**config.mk**
```make
export PLATFORM = sky130hd
export DESIGN_NAME = super_i3_inner_top
export DESIGN_NICKNAME = d
export VERILOG_FILES = /design/src/common/super_fec_pkg.sv /design/src/logic/ingress_fifo.sv /design/src/logic/frame_assembler.sv /design/src/bch_enc/bch_inner_enc.sv /design/src/bch_chk/bch_inner_chk.sv /design/src/logic/super_i3_inner_top.sv
export VERILOG_INCLUDE_DIRS = /design/src /design/src/common
export SDC_FILE = /design/constraint.sdc
export NUM_CORES = 2
export LEC_CHECK = 0
export BUFFER_PORTS_ARGS = -buffer_cell sky130_fd_sc_hd__buf_2
export CORE_ASPECT_RATIO = 2
export CORE_MARGIN = 4
export CORE_UTILIZATION = 43
export CTS_BUF_LIST = sky130_fd_sc_hd__clkbuf_8
export DETAILED_ROUTE_END_ITERATION = 16
export SLEW_MARGIN = 30
export SYNTH_ARGS = -nofsm -noshare
export SYNTH_HDL_FRONTEND = slang
export SYNTH_SLANG_ARGS = --single-unit
```
**constraint.sdc**
```tcl
create_clock -name iclk -period 7.2 [get_ports iclk]
set_clock_uncertainty 0.15 [all_clocks]
set_input_delay 0.72 -clock iclk [delete_from_list [all_inputs] [get_ports iclk]]
set_output_delay 0.72 -clock iclk [all_outputs]
set_load 0.05 [all_outputs]
```
**src/common/super_fec_consts.svh**
```systemverilog
/*
  word width, frame geometry, FIFO depth and
  generator polynomial of the I.3 inner BCH code
*/

`ifndef SUPER_FEC_CONSTS_SVH
`define SUPER_FEC_CONSTS_SVH

// stream word width
`define SF_DAT_W 8

// frame geometry in words
`define SF_DATA_WORDS 242
`define SF_FRAME_WORDS 255

// parity bits, also the LFSR length
`define SF_PAR_W 110

// BCH(2040,1930) generator, MSB is x^110
`define SF_GPOLY 111'h504D1D2EBB0F1D7EFCBF489ED547

// ingress depth, also the credits owned by the source after reset
`define SF_FIFO_DEPTH 256

`endif

```
**src/common/super_fec_pkg.sv**
```systemverilog
/*
  stream word, LFSR and word counter types
  state enums for assembler and encoder
  single-bit LFSR step shared by encoder and checker
*/

`include "super_fec_consts.svh"

package super_fec_pkg;

  typedef logic [`SF_DAT_W-1:0] dat_t;
  typedef logic [`SF_PAR_W-1:0] lfsr_t;
  typedef logic [7:0]           wcnt_t;

  typedef enum logic [1:0] {IDLE, PAYLOAD, PARITY} asm_state_t;
  typedef enum logic {PH_DATA, PH_CODE} enc_phase_t;

  // --------------------
  // generator taps in shift order
  // --------------------

  // bit i of the register takes generator coefficient x^(109-i), leading term dropped
  function automatic lfsr_t gpoly_reverse();
    logic [`SF_PAR_W:0] gp;
    lfsr_t              rev;
    gp = `SF_GPOLY;
    for (int i = 0; i < `SF_PAR_W; i++) begin
      rev[i] = gp[`SF_PAR_W-1-i];
    end
    return rev;
  endfunction

  localparam lfsr_t gpoly_rev = gpoly_reverse();

  // one division step, LSB first, register shifts right
  function automatic lfsr_t lfsr_step(input logic din, input lfsr_t st);
    logic fb;
    fb = din ^ st[0];
    return (st >> 1) ^ (fb ? gpoly_rev : lfsr_t'(0));
  endfunction

endpackage

```
**src/logic/ingress_fifo.sv**
```systemverilog
/*
  payload ingress FIFO
  circular buffer with occupancy count and one credit returned per pop
*/

`include "super_fec_consts.svh"

module ingress_fifo (
  input  logic                iclk,
  input  logic                ireset,
  input  logic                push,
  input  super_fec_pkg::dat_t wdat,
  input  logic                pop,
  output super_fec_pkg::dat_t rdat,
  output logic [8:0]          count,
  output logic                credit
);

  import super_fec_pkg::*;

  localparam int ptr_w = $clog2(`SF_FIFO_DEPTH);

  dat_t             mem [`SF_FIFO_DEPTH];
  logic [ptr_w-1:0] wr_ptr;
  logic [ptr_w-1:0] rd_ptr;

  // --------------------
  // storage
  // --------------------

  always_ff @(posedge iclk) begin
    if (push) begin
      mem[wr_ptr] <= wdat;
    end
  end

  // head word is always visible to the assembler
  assign rdat = mem[rd_ptr];

  // --------------------
  // pointers, occupancy, credit return
  // --------------------

  always_ff @(posedge iclk or posedge ireset) begin
    if (ireset) begin
      wr_ptr <= '0;
      rd_ptr <= '0;
      count  <= '0;
      credit <= 1'b0;
    end else begin
      // pointers wrap naturally at the power-of-two depth
      if (push) begin
        wr_ptr <= wr_ptr + 1'b1;
      end
      if (pop) begin
        rd_ptr <= rd_ptr + 1'b1;
      end
      case ({push, pop})
        2'b10:   count <= count + 1'b1;
        2'b01:   count <= count - 1'b1;
        default: count <= count;
      endcase
      // one credit back per word taken out, one cycle later
      credit <= pop;
    end
  end

endmodule

```
**src/logic/frame_assembler.sv**
```systemverilog
/*
  frame-slot sequencer
  waits for a full payload, then emits 242 payload words and 13 zero parity slots
*/

`include "super_fec_consts.svh"

module frame_assembler (
  input  logic                iclk,
  input  logic                ireset,
  input  logic [8:0]          count,
  input  super_fec_pkg::dat_t rdat,
  output logic                pop,
  output logic                val,
  output logic                sop,
  output super_fec_pkg::dat_t dat
);

  import super_fec_pkg::*;

  asm_state_t state;
  wcnt_t      cnt;

  // --------------------
  // sequencer
  // --------------------

  always_ff @(posedge iclk or posedge ireset) begin
    if (ireset) begin
      state <= IDLE;
      cnt   <= '0;
    end else begin
      case (state)
        IDLE: begin
          // start only when the whole payload is already buffered
          if (count >= 9'(`SF_DATA_WORDS)) begin
            state <= PAYLOAD;
          end
          cnt <= '0;
        end
        PAYLOAD: begin
          cnt <= cnt + 1'b1;
          if (cnt == wcnt_t'(`SF_DATA_WORDS - 1)) begin
            state <= PARITY;
          end
        end
        PARITY: begin
          cnt <= cnt + 1'b1;
          // last parity slot, go look for the next payload
          if (cnt == wcnt_t'(`SF_FRAME_WORDS - 1)) begin
            state <= IDLE;
          end
        end
        default: begin
          state <= IDLE;
        end
      endcase
    end
  end

  // --------------------
  // stream outputs
  // --------------------

  // payload words go straight from the FIFO head
  assign pop = (state == PAYLOAD);
  assign val = (state != IDLE);
  assign sop = (state == PAYLOAD) && (cnt == '0);
  // parity slots carry zero, the encoder fills them in
  assign dat = (state == PAYLOAD) ? rdat : '0;

endmodule

```
**src/bch_enc/bch_inner_enc.sv**
```systemverilog
/*
  inner BCH(2040,1930) encoder, 8 bits per word
  LSB-first LFSR division, parity merged into word 242 and shifted out after it
*/

`include "super_fec_consts.svh"

module bch_inner_enc (
  input  logic                iclk,
  input  logic                ireset,
  input  logic                ival,
  input  logic                isop,
  input  super_fec_pkg::dat_t idat,
  output logic                oval,
  output logic                osop,
  output super_fec_pkg::dat_t odat
);

  import super_fec_pkg::*;

  // payload bits in the last data word, 1930 - 241*8
  localparam int last_bits = `SF_DAT_W * `SF_FRAME_WORDS - `SF_PAR_W
                           - `SF_DAT_W * (`SF_DATA_WORDS - 1);
  // parity bits sharing that word
  localparam int par_in_last = `SF_DAT_W - last_bits;

  enc_phase_t phase;
  wcnt_t      cnt;
  wcnt_t      word_no;
  logic       in_data;
  logic       last_dat;
  lfsr_t      state;
  lfsr_t      st_data;

  // --------------------
  // word position and data division
  // --------------------

  always_comb begin
    // number of the current word, 1 on sop
    word_no  = isop ? wcnt_t'(1) : wcnt_t'(cnt + 1'b1);
    in_data  = isop | (phase == PH_DATA);
    last_dat = in_data & (word_no == wcnt_t'(`SF_DATA_WORDS));
    // sop restarts the division from zero
    st_data  = isop ? '0 : state;
    for (int b = 0; b < `SF_DAT_W; b++) begin
      // last data word only feeds its low payload bits
      if (!last_dat || (b < last_bits)) begin
        st_data = lfsr_step(idat[b], st_data);
      end
    end
  end

  // --------------------
  // control
  // --------------------

  always_ff @(posedge iclk or posedge ireset) begin
    if (ireset) begin
      oval  <= 1'b0;
      osop  <= 1'b0;
      cnt   <= '0;
      phase <= PH_CODE;
    end else begin
      oval <= ival;
      osop <= ival & isop;
      if (ival) begin
        cnt <= word_no;
        if (isop) begin
          phase <= PH_DATA;
        end else if (last_dat) begin
          phase <= PH_CODE;
        end
      end
    end
  end

  // --------------------
  // data path and parity insertion
  // --------------------

  always_ff @(posedge iclk) begin
    if (ival) begin
      if (last_dat) begin
        // first parity bits ride in the high part of the last data word
        odat  <= {st_data[par_in_last-1:0], idat[last_bits-1:0]};
        state <= st_data >> par_in_last;
      end else if (in_data) begin
        odat  <= idat;
        state <= st_data;
      end else begin
        // parity slots, remainder leaves one byte per word
        odat  <= state[`SF_DAT_W-1:0];
        state <= state >> `SF_DAT_W;
      end
    end
  end

endmodule

```
**src/bch_chk/bch_inner_chk.sv**
```systemverilog
/*
  inner BCH(2040,1930) syndrome checker
  divides each received frame by the generator, flags a nonzero remainder
*/

`include "super_fec_consts.svh"

module bch_inner_chk (
  input  logic                iclk,
  input  logic                ireset,
  input  logic                rx_val,
  input  logic                rx_sop,
  input  super_fec_pkg::dat_t rx_dat,
  output logic                chk_val,
  output logic                chk_err
);

  import super_fec_pkg::*;

  wcnt_t cnt;
  wcnt_t word_no;
  logic  busy;
  logic  last;
  lfsr_t rem;
  lfsr_t rem_next;

  // --------------------
  // division of the received codeword
  // --------------------

  always_comb begin
    word_no  = rx_sop ? wcnt_t'(1) : wcnt_t'(cnt + 1'b1);
    last     = (rx_sop | busy) & (word_no == wcnt_t'(`SF_FRAME_WORDS));
    rem_next = rx_sop ? '0 : rem;
    // bit order on the wire already matches the encoder, word 242 included
    for (int b = 0; b < `SF_DAT_W; b++) begin
      rem_next = lfsr_step(rx_dat[b], rem_next);
    end
  end

  always_ff @(posedge iclk) begin
    if (rx_val) begin
      rem <= rem_next;
    end
  end

  // --------------------
  // frame tracking and verdict
  // --------------------

  always_ff @(posedge iclk or posedge ireset) begin
    if (ireset) begin
      cnt     <= '0;
      busy    <= 1'b0;
      chk_val <= 1'b0;
      chk_err <= 1'b0;
    end else begin
      chk_val <= rx_val & last;
      if (rx_val) begin
        cnt <= word_no;
        // words without a preceding sop are ignored
        if (rx_sop) begin
          busy <= 1'b1;
        end else if (last) begin
          busy <= 1'b0;
        end
        // any leftover remainder means a corrupted codeword
        if (last) begin
          chk_err <= |rem_next;
        end
      end
    end
  end

endmodule

```
**src/logic/super_i3_inner_top.sv**
```systemverilog
/*
  I.3 inner code top level
  ingress FIFO, frame assembler, BCH encoder and syndrome checker
*/

`include "super_fec_consts.svh"

module super_i3_inner_top (
  input  logic                iclk,
  input  logic                ireset,
  input  logic                in_val,
  input  logic [`SF_DAT_W-1:0] in_dat,
  output logic                in_credit,
  output logic                out_val,
  output logic                out_sop,
  output logic [`SF_DAT_W-1:0] out_dat,
  input  logic                rx_val,
  input  logic                rx_sop,
  input  logic [`SF_DAT_W-1:0] rx_dat,
  output logic                chk_val,
  output logic                chk_err
);

  import super_fec_pkg::*;

  // FIFO to assembler
  logic [8:0] fifo_count;
  dat_t       fifo_rdat;
  logic       asm_pop;

  // assembler to encoder
  logic       asm_val;
  logic       asm_sop;
  dat_t       asm_dat;

  ingress_fifo i_ingress_fifo (
    .iclk   (iclk),
    .ireset (ireset),
    .push   (in_val),
    .wdat   (in_dat),
    .pop    (asm_pop),
    .rdat   (fifo_rdat),
    .count  (fifo_count),
    .credit (in_credit)
  );

  frame_assembler i_frame_assembler (
    .iclk   (iclk),
    .ireset (ireset),
    .count  (fifo_count),
    .rdat   (fifo_rdat),
    .pop    (asm_pop),
    .val    (asm_val),
    .sop    (asm_sop),
    .dat    (asm_dat)
  );

  bch_inner_enc i_bch_inner_enc (
    .iclk   (iclk),
    .ireset (ireset),
    .ival   (asm_val),
    .isop   (asm_sop),
    .idat   (asm_dat),
    .oval   (out_val),
    .osop   (out_sop),
    .odat   (out_dat)
  );

  // receive side is independent of the transmit chain
  bch_inner_chk i_bch_inner_chk (
    .iclk    (iclk),
    .ireset  (ireset),
    .rx_val  (rx_val),
    .rx_sop  (rx_sop),
    .rx_dat  (rx_dat),
    .chk_val (chk_val),
    .chk_err (chk_err)
  );

endmodule

```
==> metrics <==
status complete, no violations; Commonest cells post-synth edfxtp_1 (2276), nor2_1 (495), mux4_2 (455); relative slew slack 25.5%; chip height 685 um; Worst EP required 7.79 ns; clk sink count 2334; clk slew on worst S/H paths 0.08 ns; FF+latch count, synth 2334; Clk Latency, worst-skew pair 1.00 ns; top-count cell post-synth edfxtp_1; main flop type after synthesis edfxtp_1; gr ovfl total 0; critical path data arrival time 7.65 ns; Num CTS Buffers 323; row count 248; leading area contributor after synthesis edfxtp_1; first-pass GRT wire length 438 mm; layout net count 6063; LEAKAGE 34.6 nW; register area share after synthesis 70.8%; min Tclk post-route 7.06 ns; pwr dens 277 nW/um2; share of cells above drive strength 1 22.9%; max cap viols 0; critical path launch point type flip-flop; Tot GR Track Use 25.9%; io pins 34; CP max FO 36; Synth top area share 69.3%; H-Tree Depth 5; WL final 312 mm; RSZ-0062 raised after global routing false; met2 usage 46.3%; Worst Tran Pin Value 1.12 ns; Synth Warn # 0; number of synthesized flops with an enable pin 2276; mapped cell area 98600 um2; Hold WC Path Type in -> reg; Area contributors post-synth edfxtp_1 (69%), mux4_2 (10%), xnor2_1 (2.8%); antenna violations before repair 6; clk buf depth 4; final setup vio count 0; Distinct cells, synth 107; TritonCTS clock tree yes; TritonRoute pass-1 iters 6; pin count of the biggest net entering global routing 177; starting DRC count in detailed routing 5595; DP HPWL 211 mm; DR vias 55600; Placer Congestion 0.947; met3 Usage GRT 4.34%; grt peak-use layer met2; Synth Net Count 5668; Final ANT Viol Nets 0; DR DRC count 0; period utilization 98.0%; post-synthesis cell count 5622; CP Capture Type flip-flop; async set or reset register ratio after synthesis 2.49%; drt wl/cell 33.6 um; detail-routed via count per cell 6.00; Port Buf Inserts 33; total die area 238000 um2; synthesized area per cell 17.5 um2; CTS Root Cell clkbuf_8; Hold Fails Final Rpt 0; PnR Total Power 0.0305 W; setup bufs post-CTS 0; CORE AREA 228000 um2; area growth from synthesis to layout 11.6%; fmax 142 MHz; Starting Density 43.2%; VDD IR-drop max 0.225 mV; Setup Crit Path Kind reg -> reg; setup TNS 0 ns; max-slew violation count 0; vias in the first global route 57800; met1 GRT Util 26.6%; Die X 347 um
[power breakdown]
group	internal [W]	total, W	switching [W]
Combinational	0.00159	0.00476	0.00317
Sequential	0.0158	0.0160	0.000187
Clock	0.00463	0.00972	0.00508
Total	0.0220	0.0305	0.00844
[cell type report]
class	count	area, um2
clock buffer	336	4620
inverter	45	173
multi-input combinational	2919	27000
clock inverter	230	1210
fill	19100	118000
sequential	2334	69800
tap	3000	3750
antenna	9	22.5
timing repair buffer	394	3460
[sequential cells by signal, indices dropped and copies added, names as in the netlist, 2 cells and up]
signal and flops:
i_ingress_fifo.wr_ptr 8, i_bch_inner_chk.rem 110, i_frame_assembler.cnt 8, i_bch_inner_enc.cnt 8, i_bch_inner_enc.odat 8, i_bch_inner_chk.cnt 8
i_ingress_fifo.mem 2048, i_ingress_fifo.rd_ptr 8, i_ingress_fifo.count 9, i_frame_assembler.state 2, i_bch_inner_enc.state 110
[cell usage in the layout, fill, tap and decap left out, types with 26 or more instances in the layout]
cell      synthesis  final
edfxtp_1       2276   2276
mux4_2          455    455
nor2_1          495    423
clkbuf_8          1    344
buf_4            32    320
xnor2_1         314    309
nand2_1         300    296
mux2i_1         206    206
o21ai_0         128    127
inv_1            40    125
a21oi_1         116    116
nor2b_1          84     78
a22oi_1          77     77
nor2_2            1     72
clkinv_1          4     72
nand3_1          63     63
xor2_1           64     61
dfrtp_1          57     52
clkinv_2          0     50
o22ai_1          48     48
nor3_1           40     40
buf_12            4     39
a22o_1           34     34
o211ai_1         32     32
a211oi_1         29     29
a221oi_1         26     26
mux2_2           26     26
[metal layers]
layer  part of all wire [%]  wire length [um]
met3                    6.3             19800
met4                     10             31200
met2                     52            163000
met1                     31             97400
met5                 0.0077                24
[critical path: stages (launching register included)]
cell and delay, ns:
dfrtp_4 0.93, buf_12 0.28, buf_4 0.36, nand3_1 0.33
buf_4 0.31, o221ai_1 0.25, a211o_1 0.20, o211ai_1 0.40
a32oi_1 0.83, a22o_2 0.39, nor2_8 0.06, buf_12 0.13
buf_4 0.15, xnor2_4 0.40, xnor2_2 0.17, buf_4 0.20
xnor2_1 0.38, xor2_1 0.19, a2111oi_0 0.42, a31o_2 0.18
nor3_1 0.05
[cell families (layout without fill, tap and decap cells)]
kind of cell	count (synthesis)	count (layout)	share of synthesized area [%]
muxes	697	697	13.0
and+or+nand+nor	1130	1130	5.11
AOI/OAI and AO/OA	659	659	4.59
other	0	9	0
buffers and inverters	369	1005	2.17
DFF	2334	2334	70.8
xor gates and xnor gates	408	408	4.00
adders and majority gates	25	25	0.325
[through the flow]
| step | cell area, um2 | util [%] | instances | hold slack (ns) | setup WS [ns] |
|---|---|---|---|---|---|
| floorplan | 98600 | - | 5622 | 0.292 | 1.70 |
| global placement | 104000 | 45.6 | 8689 | 0.323 | 0.122 |
| detailed placement | 104000 | 45.6 | 8689 | 0.324 | 0.0984 |
| CTS | 110000 | 48.2 | 9257 | 0.00133 | 0.0578 |
| global route | 110000 | 48.3 | 9262 | 0.0585 | 0.0768 |
| finish | 110000 | 48.3 | 9267 | 0.0713 | 0.141 |
[what timing repair did]
| item | in CTS | in global routing |
|---|---|---|
| hold endpoints to repair | 14 | 0 |
| setup endpoints to repair | 0 | 8 |
| gates resized for setup | 0 | 1 |
| hold buffers | 2 | 0 |
[worst paths after layout]
path / startpoint / end / slack [ns] / depth (start not counted)
setup reg to reg: i_ingress_fifo.rd_ptr[3] / i_bch_inner_enc.state[63] / 0.14 / 20
setup / recovery: i_ingress_fifo.rd_ptr[3] / i_bch_inner_enc.state[63] / 0.14 / 20
min in group asynchronous: ireset / i_bch_inner_chk.cnt[1] / 0.09 / 3
hold reg to reg: i_ingress_fifo.count[8] / i_ingress_fifo.count[8] / 0.33 / 1
hold / removal: rx_val / i_bch_inner_chk.rem[89] / 0.07 / 1
max in group asynchronous: ireset / i_ingress_fifo.rd_ptr[0] / 5.68 / 4
Power figures use the tool's default switching activity.
